--- config.mk ---
export PLATFORM = sky130hd
export DESIGN_NAME = systolic_ctrl_top
export DESIGN_NICKNAME = d
export VERILOG_FILES = /design/src/systolic_pkg.sv /design/src/tile_ctrl_if.sv /design/src/matmul_tile_fsm.sv /design/src/operand_addr_gen.sv /design/src/fifo_enable_gen.sv /design/src/result_write_gen.sv /design/src/systolic_ctrl_top.sv
export VERILOG_INCLUDE_DIRS = /design/src /design/src/src
export SDC_FILE = /design/constraint.sdc
export NUM_CORES = 1
export LEC_CHECK = 0
export BUFFER_PORTS_ARGS = -buffer_cell sky130_fd_sc_hd__buf_2
export CORE_ASPECT_RATIO = 0.6
export CORE_MARGIN = 2
export CORE_UTILIZATION = 35
export CTS_BUF_LIST = sky130_fd_sc_hd__clkbuf_2
export CTS_CLUSTER_SIZE = 10
export DETAILED_ROUTE_END_ITERATION = 8
export PLACE_DENSITY_LB_ADDON = 0.1
export SKIP_CTS_REPAIR_TIMING = 1
export SLEW_MARGIN = 20
export SYNTH_ARGS = -nofsm -noshare
export SYNTH_HDL_FRONTEND = slang
export SYNTH_HIERARCHICAL = 1
export SYNTH_SLANG_ARGS = --single-unit
--- constraint.sdc ---
create_clock -name CLK -period 4.73 [get_ports CLK]
set_input_delay 0.473 -clock CLK [delete_from_list [all_inputs] [get_ports CLK]]
set_output_delay 0.473 -clock CLK [all_outputs]
set_load 0.05 [all_outputs]
--- src/systolic_defines.svh ---
`ifndef SYSTOLIC_DEFINES_SVH
`define SYSTOLIC_DEFINES_SVH

// PE array geometry
`define PE_ROWS         8
`define PE_COLS         8
`define PE_ROWS_LOG2    3       // log2 of PE_ROWS
`define PE_COLS_LOG2    3       // log2 of PE_COLS

// Matrix sizes M, K and N, legal range 1 to 63
`define DIM_WIDTH       6

// Row address into operand and output SRAMs
`define SRAM_AWIDTH     8

// Step counter for compute and flush
// Longest compute is K + 2R - 1 = 78 cycles
`define STEP_WIDTH      7

`endif

--- src/systolic_pkg.sv ---
`include "systolic_defines.svh"

package systolic_pkg;

    // Matrix dimension M, K or N
    typedef logic [`DIM_WIDTH-1:0] dim_t;

    // Tile index or tile count, up to ceil(63/8) = 8
    typedef logic [`DIM_WIDTH-`PE_ROWS_LOG2:0] tile_id_t;

    // Active rows or columns in a tile, 1 to 8
    typedef logic [`PE_ROWS_LOG2:0] actv_t;

    typedef logic [`STEP_WIDTH-1:0] step_t;         // Compute or flush step

    typedef logic [`SRAM_AWIDTH-1:0] sram_addr_t;   // SRAM row address

    // One bit per row FIFO of operand 1
    typedef logic [`PE_ROWS-1:0] row_mask_t;

    // One bit per column FIFO of operand 2 or per output column
    typedef logic [`PE_COLS-1:0] col_mask_t;

endpackage

--- src/tile_ctrl_if.sv ---
`timescale 1ns/100ps

interface tile_ctrl_if;

    // Phase of the current tile
    logic computing;
    logic flushing;
    logic advance;                  // Low while stalled
    logic tile_start;               // First compute step of a tile

    // Position of the tile within the output matrix
    systolic_pkg::tile_id_t tile_row_id;
    systolic_pkg::tile_id_t tile_col_id;
    systolic_pkg::tile_id_t num_tile_rows;      // Also the operand 1 stride
    systolic_pkg::tile_id_t num_tile_cols;      // Operand 2 and output stride

    // Ragged edge handling
    systolic_pkg::actv_t actv_rows;
    systolic_pkg::actv_t actv_cols;

    systolic_pkg::dim_t  k_size;
    systolic_pkg::step_t step;

    modport ctrl (
        output computing, flushing, advance, tile_start,
        output tile_row_id, tile_col_id, num_tile_rows, num_tile_cols,
        output actv_rows, actv_cols, k_size, step
    );

    modport dp (
        input computing, flushing, advance, tile_start,
        input tile_row_id, tile_col_id, num_tile_rows, num_tile_cols,
        input actv_rows, actv_cols, k_size, step
    );

endinterface

--- src/matmul_tile_fsm.sv ---
`timescale 1ns/100ps
`include "systolic_defines.svh"

module matmul_tile_fsm (
    input  logic               CLK,
    input  logic               RSTn,
    input  logic               start,
    input  logic               stall,
    input  systolic_pkg::dim_t m_size,
    input  systolic_pkg::dim_t k_size,
    input  systolic_pkg::dim_t n_size,
    output logic               finished,
    tile_ctrl_if.ctrl          tcif
);

    // ceil(size / lanes)
    function automatic systolic_pkg::tile_id_t tiles_of(
        input systolic_pkg::dim_t size,
        input int unsigned        lanes_log2
    );
        logic [`DIM_WIDTH:0] padded;
        padded = {1'b0, size} + ((1 << lanes_log2) - 1);
        return systolic_pkg::tile_id_t'(padded >> lanes_log2);
    endfunction

    // min(lanes, size - id * lanes)
    function automatic systolic_pkg::actv_t actv_of(
        input systolic_pkg::dim_t     size,
        input systolic_pkg::tile_id_t id,
        input int unsigned            lanes_log2
    );
        logic [`DIM_WIDTH:0] covered;
        logic [`DIM_WIDTH:0] remain;
        covered = id;
        covered = covered << lanes_log2;
        remain  = {1'b0, size} - covered;
        if (remain >= (1 << lanes_log2))
            return systolic_pkg::actv_t'(1 << lanes_log2);
        return systolic_pkg::actv_t'(remain);
    endfunction

    logic is_idle;
    logic is_computing;
    logic is_flushing;

    // Job sizes, held for the whole job
    systolic_pkg::dim_t m_lat;
    systolic_pkg::dim_t k_lat;
    systolic_pkg::dim_t n_lat;

    systolic_pkg::tile_id_t num_tr;
    systolic_pkg::tile_id_t num_tc;
    systolic_pkg::tile_id_t tr;
    systolic_pkg::tile_id_t tc;
    systolic_pkg::tile_id_t tr_nxt;
    systolic_pkg::tile_id_t tc_nxt;
    systolic_pkg::actv_t    ar;
    systolic_pkg::actv_t    ac;
    systolic_pkg::actv_t    ar_nxt;
    systolic_pkg::actv_t    ac_nxt;
    systolic_pkg::step_t    step;
    systolic_pkg::step_t    compute_last;

    logic col_wrap;
    logic last_tile;
    logic compute_done;
    logic flush_done;
    logic launch;
    logic next_tile;

    // Row-major walk, column tile is the inner loop
    assign col_wrap = (tc == num_tc - 1'b1);
    assign tc_nxt   = (is_idle || col_wrap) ? '0 : tc + 1'b1;
    assign tr_nxt   = is_idle ? '0 : (col_wrap ? tr + 1'b1 : tr);
    assign ar_nxt   = actv_of(is_idle ? m_size : m_lat, tr_nxt, `PE_ROWS_LOG2);
    assign ac_nxt   = actv_of(is_idle ? n_size : n_lat, tc_nxt, `PE_COLS_LOG2);

    // Last compute step is K + ar + ac - 2
    assign compute_last = systolic_pkg::step_t'(k_lat) + systolic_pkg::step_t'(ar)
                        + systolic_pkg::step_t'(ac) - systolic_pkg::step_t'(2);
    assign compute_done = is_computing & (step == compute_last);
    assign flush_done   = is_flushing & (step == systolic_pkg::step_t'(`PE_ROWS - 1));
    assign last_tile    = (tr == num_tr - 1'b1) & col_wrap;

    assign launch    = is_idle & start;              // START ignored outside idle
    assign next_tile = flush_done & ~last_tile;
    assign finished  = flush_done & last_tile;

    always_ff @(posedge CLK) begin
        if (!RSTn) begin
            is_idle      <= 1'b1;
            is_computing <= 1'b0;
            is_flushing  <= 1'b0;
            num_tr       <= '0;
            num_tc       <= '0;
            tr           <= '0;
            tc           <= '0;
            ar           <= '0;
            ac           <= '0;
            step         <= '0;
        end else if (!stall) begin
            if (launch) begin
                num_tr <= tiles_of(m_size, `PE_ROWS_LOG2);
                num_tc <= tiles_of(n_size, `PE_COLS_LOG2);
            end
            if (launch || next_tile) begin
                tr           <= tr_nxt;
                tc           <= tc_nxt;
                ar           <= ar_nxt;
                ac           <= ac_nxt;
                is_idle      <= 1'b0;
                is_computing <= 1'b1;
                is_flushing  <= 1'b0;
                step         <= '0;
            end else if (compute_done) begin
                is_computing <= 1'b0;
                is_flushing  <= 1'b1;
                step         <= '0;
            end else if (flush_done) begin
                // Final tile drained, back to idle
                is_flushing <= 1'b0;
                is_idle     <= 1'b1;
                step        <= '0;
            end else if (!is_idle) begin
                step <= step + 1'b1;
            end
        end
    end

    always_ff @(posedge CLK) begin
        if (!stall && launch) begin
            m_lat <= m_size;
            k_lat <= k_size;
            n_lat <= n_size;
        end
    end

    assign tcif.computing     = is_computing;
    assign tcif.flushing      = is_flushing;
    assign tcif.advance       = ~stall;
    assign tcif.tile_start    = is_computing & (step == '0);
    assign tcif.tile_row_id   = tr;
    assign tcif.tile_col_id   = tc;
    assign tcif.num_tile_rows = num_tr;
    assign tcif.num_tile_cols = num_tc;
    assign tcif.actv_rows     = ar;
    assign tcif.actv_cols     = ac;
    assign tcif.k_size        = k_lat;
    assign tcif.step          = step;

endmodule

--- src/operand_addr_gen.sv ---
`timescale 1ns/100ps

module operand_addr_gen (
    input  logic                     CLK,
    input  logic                     RSTn,
    tile_ctrl_if.dp                  tcif,
    output systolic_pkg::sram_addr_t opnd1_sram_addr,
    output systolic_pkg::sram_addr_t opnd2_sram_addr
);

    systolic_pkg::sram_addr_t opnd1_acc;
    systolic_pkg::sram_addr_t opnd2_acc;
    systolic_pkg::sram_addr_t opnd1_stride;
    systolic_pkg::sram_addr_t opnd2_stride;

    // Operand 1 is column-major, one step of K is TR rows apart
    assign opnd1_stride = systolic_pkg::sram_addr_t'(tcif.num_tile_rows);
    // Operand 2 is row-major, one step of K is TC rows apart
    assign opnd2_stride = systolic_pkg::sram_addr_t'(tcif.num_tile_cols);

    // Tile base on step 0, walked address afterwards
    assign opnd1_sram_addr = tcif.tile_start ?
                             systolic_pkg::sram_addr_t'(tcif.tile_row_id) : opnd1_acc;
    assign opnd2_sram_addr = tcif.tile_start ?
                             systolic_pkg::sram_addr_t'(tcif.tile_col_id) : opnd2_acc;

    always_ff @(posedge CLK) begin
        if (!RSTn) begin
            opnd1_acc <= '0;
            opnd2_acc <= '0;
        end else if (tcif.advance && tcif.computing) begin
            opnd1_acc <= opnd1_sram_addr + opnd1_stride;
            opnd2_acc <= opnd2_sram_addr + opnd2_stride;   // Wraps past 255
        end
    end

endmodule

--- src/fifo_enable_gen.sv ---
`timescale 1ns/100ps
`include "systolic_defines.svh"

module fifo_enable_gen (
    tile_ctrl_if.dp                 tcif,
    output systolic_pkg::row_mask_t opnd1_push_en,
    output systolic_pkg::row_mask_t opnd1_pop_en,
    output systolic_pkg::col_mask_t opnd2_push_en,
    output systolic_pkg::col_mask_t opnd2_pop_en
);

    // FIFO lane idx pops while idx <= step <= K - 1 + idx
    function automatic logic pop_window(
        input systolic_pkg::step_t step,
        input systolic_pkg::step_t k_steps,
        input int unsigned         idx
    );
        systolic_pkg::step_t lane;
        lane = systolic_pkg::step_t'(idx);
        return (step >= lane) && (step < k_steps + lane);
    endfunction

    systolic_pkg::step_t k_steps;
    logic                push_window;

    assign k_steps = systolic_pkg::step_t'(tcif.k_size);

    // All FIFOs fill together during the first K steps
    assign push_window   = tcif.computing & (tcif.step < k_steps);
    assign opnd1_push_en = {`PE_ROWS{push_window}};
    assign opnd2_push_en = {`PE_COLS{push_window}};

    // Pops skewed by one step per lane for the diagonal wavefront
    always_comb begin
        for (int i = 0; i < `PE_ROWS; i++) begin
            opnd1_pop_en[i] = tcif.computing & pop_window(tcif.step, k_steps, i);
        end
        for (int j = 0; j < `PE_COLS; j++) begin
            opnd2_pop_en[j] = tcif.computing & pop_window(tcif.step, k_steps, j);
        end
    end

endmodule

--- src/result_write_gen.sv ---
`timescale 1ns/100ps
`include "systolic_defines.svh"

module result_write_gen (
    input  logic                     CLK,
    input  logic                     RSTn,
    tile_ctrl_if.dp                  tcif,
    output systolic_pkg::sram_addr_t out_sram_addr,
    output logic                     out_sram_we,
    output systolic_pkg::col_mask_t  out_col_en
);

    systolic_pkg::sram_addr_t row_offset;     // tr * R * TC
    systolic_pkg::sram_addr_t row_stride;
    systolic_pkg::sram_addr_t col_stride;
    systolic_pkg::sram_addr_t addr_acc;
    systolic_pkg::step_t      first_wr_step;
    logic                     flush_first;

    // One row tile spans R output rows of TC words each
    assign row_stride = systolic_pkg::sram_addr_t'(tcif.num_tile_cols) << `PE_ROWS_LOG2;
    assign col_stride = systolic_pkg::sram_addr_t'(tcif.num_tile_cols);

    assign flush_first   = tcif.flushing & (tcif.step == '0);
    assign out_sram_addr = flush_first ?
                           row_offset + systolic_pkg::sram_addr_t'(tcif.tile_col_id) :
                           addr_acc;

    always_ff @(posedge CLK) begin
        if (!RSTn) begin
            row_offset <= '0;
            addr_acc   <= '0;
        end else if (tcif.advance) begin
            // Row tile changes only when the column tile wraps to 0
            if (tcif.tile_start && tcif.tile_col_id == '0) begin
                row_offset <= (tcif.tile_row_id == '0) ? '0 : row_offset + row_stride;
            end
            if (tcif.flushing) begin
                addr_acc <= out_sram_addr + col_stride;
            end
        end
    end

    // Accumulator rows leave bottom first, so idle rows come out early
    assign first_wr_step = systolic_pkg::step_t'(`PE_ROWS)
                         - systolic_pkg::step_t'(tcif.actv_rows);
    assign out_sram_we   = tcif.flushing & (tcif.step >= first_wr_step);

    always_comb begin
        for (int j = 0; j < `PE_COLS; j++) begin
            out_col_en[j] = tcif.flushing & (systolic_pkg::actv_t'(j) < tcif.actv_cols);
        end
    end

endmodule

--- src/systolic_ctrl_top.sv ---
`timescale 1ns/100ps

module systolic_ctrl_top (
    input  logic                     CLK,
    input  logic                     RSTn,
    input  logic                     start,
    input  logic                     stall,
    input  systolic_pkg::dim_t       m_size,
    input  systolic_pkg::dim_t       k_size,
    input  systolic_pkg::dim_t       n_size,

    // Operand SRAM read rows
    output systolic_pkg::sram_addr_t opnd1_sram_addr,
    output systolic_pkg::sram_addr_t opnd2_sram_addr,

    // Operand FIFO enables
    output systolic_pkg::row_mask_t  opnd1_push_en,
    output systolic_pkg::row_mask_t  opnd1_pop_en,
    output systolic_pkg::col_mask_t  opnd2_push_en,
    output systolic_pkg::col_mask_t  opnd2_pop_en,

    // Result write port
    output systolic_pkg::sram_addr_t out_sram_addr,
    output logic                     out_sram_we,
    output systolic_pkg::col_mask_t  out_col_en,

    output logic                     computing,
    output logic                     flushing,
    output logic                     finished
);

    tile_ctrl_if tcif ();

    matmul_tile_fsm u_fsm (
        .CLK      (CLK),
        .RSTn     (RSTn),
        .start    (start),
        .stall    (stall),
        .m_size   (m_size),
        .k_size   (k_size),
        .n_size   (n_size),
        .finished (finished),
        .tcif     (tcif.ctrl)
    );

    operand_addr_gen u_opnd_addr (
        .CLK             (CLK),
        .RSTn            (RSTn),
        .tcif            (tcif.dp),
        .opnd1_sram_addr (opnd1_sram_addr),
        .opnd2_sram_addr (opnd2_sram_addr)
    );

    fifo_enable_gen u_fifo_en (
        .tcif          (tcif.dp),
        .opnd1_push_en (opnd1_push_en),
        .opnd1_pop_en  (opnd1_pop_en),
        .opnd2_push_en (opnd2_push_en),
        .opnd2_pop_en  (opnd2_pop_en)
    );

    result_write_gen u_result_wr (
        .CLK           (CLK),
        .RSTn          (RSTn),
        .tcif          (tcif.dp),
        .out_sram_addr (out_sram_addr),
        .out_sram_we   (out_sram_we),
        .out_col_en    (out_col_en)
    );

    // PE array mode strobes
    assign computing = tcif.computing;
    assign flushing  = tcif.flushing;

endmodule

Yosys cells after proc, flatten, opt, wreduce, memory -nomap -nowiden
Cells that the tools add are included.
Widths: inputs -> output; s select.

operators by class
  magnitude comparators = 27
  eq/ne operators = 6
  bitwise operators = 28
  add/sub/neg operators = 25
  reductions and logical operators = 28
  mux-type cells = 27

operator list
  kind                 number
  $lt 7x7->1           7
  $add 6x3->7 const B  6
  $add 8x4->8          4
  $mux 8               4
  $ge 7x3->1 const B   4
  $mux 4               7
  $mux 7               4
  $and 1x1->1          26
  $lt 3x4->1 const A   4
  $add 6x2->7 const B  2
  $ge 7x1->1 const B   2
  $ge 7x2->1 const B   2
  $ge 7x4->1 const B   2
  $reduce_and 2->1     7
  $sub 6x7->7          2
  $mux 6               2
  $logic_and 1x1->1    11
  $mux 1               10
  $add 4x1->4 const B  2
  $add 8x7->8          1
  $eq 4x4->1           2
  $logic_not 4->1      2
  $lt 1x4->1 const A   2
  $lt 2x4->1 const A   2
  other kinds (20)     24

storage, ports and cells
  bits in registers = 84

Logic depth before layout (Yosys ltp)
Gate-level depths: netlist of run 1.

  word-level depth = 8
  mapped depth = 13
  depth with buffers taken out = 13

By module
The synthesis of run 1 kept the hierarchy.

modules (own cells, without submodules)
  module            times used  cells each  area each (um2)
  matmul_tile_fsm   1           356         3357.0
  fifo_enable_gen   1           221         1742.9
  result_write_gen  1           169         1352.5
  operand_addr_gen  1           133         1133.6

Worst setup path after synthesis of run 1
Ideal clock, no wire load.

  path type = reg-to-reg
  from = register u_fsm.k_lat[2] (netlist: u_fsm/tcif.k_size[2])
  to = register u_fsm.step[2] (netlist: u_fsm/tcif.step[2])
  setup time = 95 ps
  setup slack = 1141 ps
  arrival time = 3493 ps
  stages on the path, launching flop included = 14
  data required time = 4635 ps
  cell sequence = edfxtp_1 inv_1 ha_1 fa_1 inv_1 ha_1 inv_1 fa_1 xor2_1 nand4_1 nor4b_4 a31oi_2 or4b_1 o311ai_1

on the way
  word-level cells in the longest chain between the ends = 7

RTL lines
  item                                                  RTL line                RTL
  start: declaration                                    matmul_tile_fsm.sv:48   systolic_pkg::dim_t k_lat;
  start signal: assignment                              matmul_tile_fsm.sv:133  k_lat <= k_size;
  $add 6x4->7 (*)                                       matmul_tile_fsm.sv:79   assign compute_last = systolic_pkg::step_t'(k_lat) + systolic_pkg::step_t'(ar)
  $add 7x4->7 (*)                                       matmul_tile_fsm.sv:80   + systolic_pkg::step_t'(ac) - systolic_pkg::step_t'(2);
  $sub 7x2->7 (*)                                       matmul_tile_fsm.sv:80
  $eq 7x7->1 (*)                                        matmul_tile_fsm.sv:81   assign compute_done = is_computing & (step == compute_last);
  $and 1x1->1 (*)                                       matmul_tile_fsm.sv:81
  $ne 4x4->1 (no line) or $mux 7 (tied branches)        n/a
  $reduce_and 2->1 (no line) or $mux 7 (tied branches)  n/a
  end signal: assignment                                matmul_tile_fsm.sv:125  step <= step + 1'b1;
  end: declaration                                      matmul_tile_fsm.sv:61   systolic_pkg::step_t step;

Every way passes the cells marked *; elsewhere a longest branch is shown, timed or not.
A chain may end at the register's enable or synchronous reset.

Worst setup path in the final report of run 1
  from = register u_fsm.k_lat[2] (netlist: u_fsm/tcif.k_size[2])
  to = output port opnd1_pop_en[7]

on the way
  word-level cells in the longest chain between the ends = 4

RTL lines
  item               RTL line                 RTL
  $add 6x3->7        fifo_enable_gen.sv:20    return (step >= lane) && (step < k_steps + lane);
  $lt 7x7->1         fifo_enable_gen.sv:20
  $logic_and 1x1->1  fifo_enable_gen.sv:20
  $and 1x1->1        fifo_enable_gen.sv:36    opnd1_pop_en[i] = tcif.computing & pop_window(tcif.step, k_steps, i);
  end: declaration   systolic_ctrl_top.sv:18  output systolic_pkg::row_mask_t opnd1_pop_en,

Every way passes these cells.

==> results of run 1 <==
==> how the worst min path moves through the flow <==
stage                                   from  slack, ps  depth (start not counted)                  endpoint
floorplan           u_opnd_addr/opnd1_acc[2]        430                          2  u_opnd_addr/opnd1_acc[2]
global placement    u_opnd_addr/opnd1_acc[2]        440                          2  u_opnd_addr/opnd1_acc[2]
detailed placement   u_result_wr/addr_acc[1]        450                          2   u_result_wr/addr_acc[1]
CTS                                k_size[4]       -120                          1      u_fsm/tcif.k_size[4]
global route                       n_size[4]          2                          1            u_fsm/n_lat[4]
finish                             n_size[5]         80                          1            u_fsm/n_lat[5]
==> cells in the mapped netlist (6+ instances only) <==
master / number
a211oi_1: 9
a21o_1: 19
a21oi_1: 59
a31oi_1: 8
buf_4: 28
clkbuf_1: 15
dfxtp_1: 63
edfxtp_1: 18
fa_1: 11
ha_1: 101
inv_1: 65
mux2_2: 21
mux2i_1: 7
nand2_1: 71
nand2b_1: 7
nand3_1: 53
nand4_1: 11
nor2_1: 32
nor2b_1: 28
nor3_1: 16
o211a_1: 6
o211ai_1: 6
o21a_1: 8
o21ai_0: 32
or3_1: 7
xnor2_1: 44
xor2_1: 23
==> stage by stage <==
| stage | area [um^2] | std cells |
|---|---|---|
| 6_report | 8340 | 1234 |
| 3_3_place_gp | 8130 | 1207 |
| 2_1_floorplan | 7590 | 879 |
| 5_1_grt | 8340 | 1234 |
| 4_1_cts | 8230 | 1223 |
| 3_5_place_dp | 8130 | 1207 |
==> cell usage in the layout, fill, tap and decap left out, types with 18 or more instances in the layout <==
master    synthesis  routed
mux2_2           21      21
inv_1            65      65
ha_1            101     101
a21oi_1          59      59
edfxtp_1         18      18
nor2b_1          28      28
nand3_1          53      53
o21ai_0          32      32
nor2_1           32      31
xnor2_1          44      44
nand2_1          71      71
dfxtp_1          63      63
xor2_1           23      23
a21o_1           19      19
buf_2             5      89
==> power groups by stage <==
stage               logic [uW]  registers [uW]  clock network (uW)
floorplan                  296             758                   0
global placement           374             764                   0
detailed placement         374             765                   0
CTS                        375             751                 422
global route               423             755                 440
finish                     381             751                 390
==> registers in the layout, summed over array words and instances (netlist names), 4 cells and up <==
name                      count
u_result_wr/row_offset        5
u_fsm/tcif.tile_col_id        4
u_fsm/tcif.actv_cols          4
u_fsm/tcif.actv_rows          4
u_fsm/tcif.step               7
u_opnd_addr/opnd1_acc         8
u_fsm/n_lat                   6
u_opnd_addr/opnd2_acc         8
u_fsm/tcif.num_tile_rows      4
u_fsm/m_lat                   6
u_fsm/tcif.tile_row_id        4
u_result_wr/addr_acc          8
u_fsm/tcif.k_size             6
u_fsm/tcif.num_tile_cols      4
==> area by class of cell <==
type / count / area (um^2) / share of cell area (%)
Antenna cell: 1 / 2.50 / 0.0300
Clock buffer: 12 / 60.1 / 0.720
Sequential cell: 81 / 1800 / 21.6
Timing Repair Buffer: 114 / 658 / 7.89
Multi-Input combinational cell: 674 / 5160 / 61.9
Clock inverter: 4 / 46.3 / 0.555
Tap cell: 279 / 349 / 4.19
Inverter: 69 / 259 / 3.11
==> metal layers <==
layer,vias to the layer above,track usage [%],part of all wire [%]
li1,3243,-,-
met1,2879,31.5,58
met2,153,23.2,36
met3,6,3.41,5.4
met4,0,3.17,0.49
met5,-,0,0
==> cells by family (layout without fill, tap and decap cells) <==
logic type / count (synthesis) / after routing
mux: 30 / 30
xor+xnor: 68 / 68
compound gates: 191 / 191
other cells: 0 / 1
flops: 81 / 81
simple gates: 273 / 273
fa+ha+maj: 112 / 112
buf+inv: 124 / 199
==> metrics, run 1 <==
status completed; post-route core utilization 39.4%; CP Capture Type output port; max incr delay on CP around 640 ps; Remaining DRCs 0; Synth Area in Simple Gates 19.4%; post-synthesis mux area share 4.39%; CTS tree done; Main synth FF type dfxtp_1; first-pass GRT wire length approximately 34 mm; GR Util All Layers between 10% and 20%; antenna violations before repair 1; Final min period around 4400 ps; Yosys reg bits between 80 and 90; total power roughly 1500 uW; largest net degree at the start of global routing 30; H-tree level count 3; Critical Path Start Type flop; cell depth of the worst setup path 10; worst slack, placed around 800 ps; crit path launch u_fsm/tcif.k_size[2]; DRT antenna net count 0; synthesized instance count just under 900; final worst-path cycle share between 90% and 100%; Worst R2R Start u_fsm/tcif.k_size[0]; setup TNS 0 ps; via count around 6,300; clock skew 51.7 ps; WP buf/inv 2; Async SR Flop Fraction 0%; EDFF count, synth 18; min-delay worst type in2reg; cell area after synthesis around 7600 um^2; Final nets between 1,000 and 1,500; worst setup path endpoint opnd1_pop_en[7]; routability cong. between 0.7 and 0.8; core area 21,100 um^2; Cell Int Power about 1000 uW; Clock Sinks 81; R2R setup slack 680 ps; Leakage 0.00380 uW; Area Overhead vs Synth 9.90%; share of cells above drive strength 1 a little under a fifth; Synth warnings 6; Top cell by count, worst path ha_1; register area share after synthesis approximately a quarter; Crit path arrival time a little under 4000 ps; Max Clock Freq between 200 and 250 MHz; sw frac roughly a third; hold slack ~80 ps; Die ar. 22,900 um^2; Peak VDD IR between 0.1 and 0.15 mV; Yosys top cell area share approximately 17%; number of fillers in the final layout 2,167; top post-synthesis cells by area ha_1 (17%), dfxtp_1 (17%), edfxtp_1 (7.1%); Cell variety after synth between 80 and 90; Max clock buf depth 2; final setup fails 0; RR Endpoint u_fsm/tcif.step[2]; CP max FO 11; Synth area leader ha_1; Crit-path slowest cell edfxtp_1; adder-cell area share of the yosys netlist about 20%; Clock Tree Root clkbuf_2; Starting Density a little over a third; Net Sw Power around 530 uW; main combinational cell family by area after synthesis adder cells; max cap viols 0; Clk pin slew, worst setup/hold paths approximately 260 ps; Die Wd around 190 um; I/O Pins 90; CP Class reg2out; CP cell instances inv_1 -> ha_1 -> a21boi_1 -> nor2_1 -> xnor2_1 -> ha_1 -> and4_1 -> a2111oi_0 -> o211a_1 -> buf_2; num rows around 40; port buffer count between 80 and 90; drt first pass iters 5; Syn Area/Cell 8.63 um^2; Critical Path RT around 4300 ps; Mapped Nets between 1,000 and 1,500; worst slew pin tran 967 ps; xor and xnor fraction of the mapped netlist area under 10%; Final Hold Vio Count 0; GRT overflow 0; Worst-Skew Late Latency between 600 and 700 ps; Logic pwr share between 20% and 30%; Die H 118 um; vias in the first global route 5,824; CTS Buf Count 9; final wirelength 20.8 mm; Sequential Power Share between 40 and 50%; PnR worst setup slack roughly 380 ps; Crit path max-delay family compound AO/OA/AOI/OAI gates; Synth Area in Compound Gates between 10% and 20%; slew margin rel. a little over a third; DR WL/cell 16.8 um; DP HPWL between 15 and 20 mm; R2R depth 13; power density cells around 180 nW/um^2; power share of the clock group between 20% and 30%; via-per-instance ratio between 5 and 6; RSZ-0062 raised after global routing false; Slew Limit Fails 0; 1st-iter DRT viols 427
(Power assumes the default switching activity.)
==> run 2: changes to the inputs <==
Settings changed: BUFFER_PORTS_ARGS -buffer_cell sky130_fd_sc_hd__buf_2 to unset, DONT_BUFFER_PORTS set to 1.
==> metrics, run 2 (same netlist as run 1, synthesis figures left out) <==
status completed; CP cell instances inv_1 -> ha_1 -> a21boi_1 -> nor2_1 -> xnor2_1 -> ha_1 -> and4_1 -> a2111oi_0 -> o211a_1 -> buf_4; power share of the clock group 24.7%; min-delay worst type in2reg; CTS Buf Count 9; antenna violations before repair 1; Crit-path slowest cell edfxtp_1; GRT overflow 0; core area ~21,000 um^2; Crit path max-delay family compound AO/OA/AOI/OAI gates; Slew Limit Fails 0; first-pass GRT wire length approximately 34 mm; share of cells above drive strength 1 11.1%; Worst-Skew Late Latency about 630 ps; final wirelength 21.9 mm; CTS tree done; final setup fails 0; slew margin rel. roughly a quarter; Peak VDD IR 0.154 mV; Die ar. around 23,000 um^2; Max clock buf depth 2; Starting Density between 30% and 40%; DR WL/cell 18.7 um; Max Clock Freq 229 MHz; DRT antenna net count 0; Net Sw Power roughly 510 uW; most frequent cells in the layout ha_1 (101), nand2_1 (71), inv_1 (65), dfxtp_1 (63), a21oi_1 (55); Crit path arrival time 3890 ps; I/O Pins 90; worst slew pin tran approximately 1100 ps; drt first pass iters 5; total power 1500 uW; routability cong. 0.908; Clk pin slew, worst setup/hold paths around 250 ps; GR Util All Layers between 10% and 20%; Die Wd slightly below 200 um; Clock Tree Root clkbuf_2; Sequential Power Share about half; Logic pwr share roughly a quarter; Critical Path Start Type flop; largest net degree at the start of global routing 56; via-per-instance ratio about 5.5; Cell Int Power between 900 and 1000 uW; Leakage ~0.0035 uW; final worst-path cycle share 92.3%; WP buf/inv 2; port buffer count 0; CP Class reg2out; Final Hold Vio Count 0; Die H 118 um; CP max FO 11; RSZ-0062 raised after global routing false; via count approximately 6,400; vias in the first global route roughly 5,900; Critical Path RT 4260 ps; CP Capture Type output port; max incr delay on CP ~630 ps; Remaining DRCs 0; 1st-iter DRT viols approximately 430; Final nets roughly 1,000; max cap viols 0; sw frac between 30% and 40%; Top cell by count, worst path ha_1; clock skew around 50 ps; Final min period between 4000 and 5000 ps; Top Registers u_opnd_addr/opnd1_acc: 8 flops, u_opnd_addr/opnd2_acc: 8 flops, u_result_wr/addr_acc: 8 flops; commonest non-fill, non-tap cell in the layout ha_1; Clock Sinks between 80 and 90; H-tree level count 3; setup TNS 0 ps; Area Overhead vs Synth 7.67%; num rows 41; DP HPWL about 16 mm; power density cells around 180 nW/um^2
-- run 2: cell count changes in the layout (fill, tap and decap cells not counted), sizes merged --
| cell | previous run | this run |
|---|---|---|
| clkinvlp | 1 | 0 |
| buf | 104 | 28 |
| clkbuf | 12 | 11 |
| inv | 70 | 69 |
| dlygate4sd3 | 10 | 21 |
| clkinv | 1 | 4 |
-- run 2: area by class of cell --
class                      instances  area (um^2)
tap                              279          349
clock buffer                      11         55.1
sequential                        81         1800
timing repair buffer              49          465
multi-input combinational        674         5190
clock inverter                     5         46.3
fill                            2152        13000
antenna                            1         2.50
inverter                          69          259
-- run 2: final timing paths --
path / start / end / slack, ps / cells after the start
worst max-delay path: u_fsm/tcif.k_size[1] / opnd1_pop_en[7] / 370 / 10
worst min-delay path: n_size[5] / u_fsm/tcif.num_tile_cols[3] / 20 / 2
worst max register to register: u_fsm/tcif.k_size[0] / u_fsm/tcif.flushing / 420 / 13
worst min register to register: u_opnd_addr/opnd1_acc[2] / u_opnd_addr/opnd1_acc[2] / 470 / 2
-- run 2: power by group through the flow --
stage	clock (uW)	combinational [uW]	sequential, uW
floorplan	0	296	758
global placement	0	341	766
detailed placement	0	347	767
CTS	388	349	753
global route	411	415	756
finish	370	377	752
-- run 2: worst register-to-register path, cell delays in order (launching register included) --
cell	delay (ps)
edfxtp_1	610
inv_1	110
fa_1	450
fa_1	380
inv_1	70
ha_1	170
inv_1	60
fa_1	490
xor2_1	160
nand4_1	190
nor4b_4	420
nand3_1	200
o41ai_1	340
dlygate4sd3_1	580
-- run 2: layer usage --
layer,routed length [um],track usage [%]
met1,11800,29.5
met2,8380,25.2
met3,1500,4.07
met4,190,3.03
met5,0,0
-- run 2: metrics by stage --
step / std cells / utilization (%) / hold WS (ps) / instance area [um^2] / worst slack [ps]
global route: 1169 / 38.6 / -3.27 / 8170 / 162
CTS: 1142 / 37.4 / -145 / 7910 / 348
finish: 1169 / 38.6 / 22.5 / 8170 / 366
detailed placement: 1126 / 36.9 / 446 / 7800 / 782
global placement: 1126 / 36.9 / 440 / 7800 / 932
floorplan: 879 / - / 429 / 7590 / 1140
==> run 3: changes to the inputs <==
Settings changed: CORE_UTILIZATION 35 to 60.
==> metrics, run 3 (same netlist as run 1, synthesis figures left out) <==
status completed; Final min period about 4400 ps; Remaining DRCs 0; min-delay worst type in2reg; max cap viols 0; Top Registers u_opnd_addr/opnd1_acc: 8 flops, u_opnd_addr/opnd2_acc: 8 flops, u_result_wr/addr_acc: 8 flops; Starting Density 62.3%; DR WL/cell just under 20 um; DP HPWL between 15 and 20 mm; Die H ~91 um; met3 GRT Util approximately 9%; DRT antenna net count 0; Max Clock Freq 225 MHz; Critical Path Start Type flop; Final Hold Vio Count 0; port buffer count 0; RSZ-0062 raised after global routing false; Final nets just over 1,000; drt first pass iters 7; Ant. Diodes 0; Placed Area 7640 um^2; Net Sw Power around 540 uW; Crit path arrival time between 3000 and 4000 ps; GR Util All Layers between 20 and 30%; RR Endpoint u_fsm/tcif.step[2]; Clock Sinks roughly 80; Die ar. between 10,000 and 15,000 um^2; routing usage on met2 41.3%; hold path endpoint u_result_wr/addr_acc[7]; slew margin rel. a little under a quarter; final wirelength approximately 20 mm; Max clock buf depth 2; CP Class reg2out; worst slack, placed 782 ps; power share of the clock group 24.6%; routing usage on met1 approximately 44%; via-per-instance ratio just over 6; Area Overhead vs Synth 4.90%; clock skew slightly above 40 ps; Clk pin slew, worst setup/hold paths 250 ps; vias in the first global route slightly above 6,000; Die Wd roughly 150 um; hold depth 2; setup TNS 0 ps; 1st-iter DRT viols approximately 610; post-route cell area approximately 8000 um^2; H-tree level count 3; CP max FO 11; R2R depth 13; layer with the highest usage met1; CTS tree done; commonest non-fill, non-tap cell in the layout ha_1; antenna violations before repair 0; power density cells around 190 nW/um^2; CP Capture Type output port; R2R setup slack just over 700 ps; total power 1480 uW; Clock Tree Root clkbuf_2; Worst R2R Start u_fsm/tcif.k_size[0]; final worst-path cycle share between 90% and 100%; largest net degree at the start of global routing between 50 and 60; share of cells above drive strength 1 11.0%; core area approximately 12,000 um^2; Slew Limit Fails 0; final setup fails 0; Worst-Skew Late Latency approximately 570 ps; PnR worst setup slack just under 300 ps; most frequent cells in the layout ha_1 (101), nand2_1 (71), inv_1 (65), dfxtp_1 (62), a21oi_1 (55); Cell Int Power 943 uW; sw frac 36.4%; num rows 31; Sequential Power Share between 50% and 60%; Critical Path RT about 4300 ps; routability cong. around 1.2; hold path startpoint RSTn; worst slew pin tran 1140 ps; via count about 6,500; Logic pwr share about a quarter; CTS Buf Count 9; Peak VDD IR approximately 0.14 mV; I/O Pins 90; first-pass GRT wire length 31.7 mm; GRT overflow 0; Leakage 0.00343 uW
[run 3: cell types whose count changed in the layout (fill, tap and decap cells not counted), sizes merged]
cell and delta:
inv +5, buf -6, clkbuf -2, bufinv -1, diode -1, clkinv -2
[run 3: worst max path at each step]
stage	end	startpoint	slack, ps
floorplan	u_fsm/tcif.step[2]	u_fsm/tcif.k_size[2]	1140
global placement	u_fsm/tcif.step[2]	u_fsm/tcif.k_size[0]	980
detailed placement	u_fsm/tcif.step[2]	u_fsm/tcif.k_size[0]	780
CTS	opnd2_pop_en[5]	u_fsm/tcif.k_size[2]	430
global route	opnd1_pop_en[7]	u_fsm/tcif.k_size[2]	160
finish	opnd2_pop_en[5]	u_fsm/tcif.k_size[2]	290
[run 3: critical path: stages (launching register included)]
cell and delay (ps):
edfxtp_1 650, inv_1 260, ha_1 260, a21oi_1 440, nor2_1 120, xnor2_1 150
ha_1 330, a21oi_1 170, nand2_1 70, a2111oi_0 460, o21a_1 200, buf_4 290
[run 3: layer usage]
| metal | vias to the layer above | wire length, um |
|---|---|---|
| met3 | 15 | 1810 |
| met1 | 3126 | 10100 |
| met4 | 0 | 141 |
| met2 | 271 | 8110 |
| li1 | 3102 | - |
| met5 | - | 0 |
[run 3: area by class of cell]
cell class | instances | area (um^2)
multi-input cells | 674 | 5190
fillers | 1052 | 4220
flip-flops and latches | 81 | 1800
repair buffers | 43 | 395
inverters | 69 | 259
well taps | 165 | 206
clock inverters | 7 | 60.1
clock buffers | 9 | 45.0
[run 3: stage by stage]
| step | hold WS (ps) | std cells | util (%) |
|---|---|---|---|
| after floorplan | 429 | 879 | - |
| after global placement | 440 | 1011 | 62.7 |
| after detailed placement | 450 | 1011 | 62.7 |
| after CTS | -52.8 | 1027 | 63.6 |
| after global routing | 0.294 | 1048 | 65.3 |
| final | 25.2 | 1048 | 65.3 |
[run 3: power groups by stage]
| stage | clock network, uW | logic (uW) | registers [uW] |
|---|---|---|---|
| after floorplan | 0 | 296 | 758 |
| after global placement | 0 | 327 | 765 |
| after detailed placement | 0 | 339 | 767 |
| after CTS | 369 | 341 | 753 |
| after global routing | 403 | 394 | 758 |
| final | 364 | 365 | 754 |
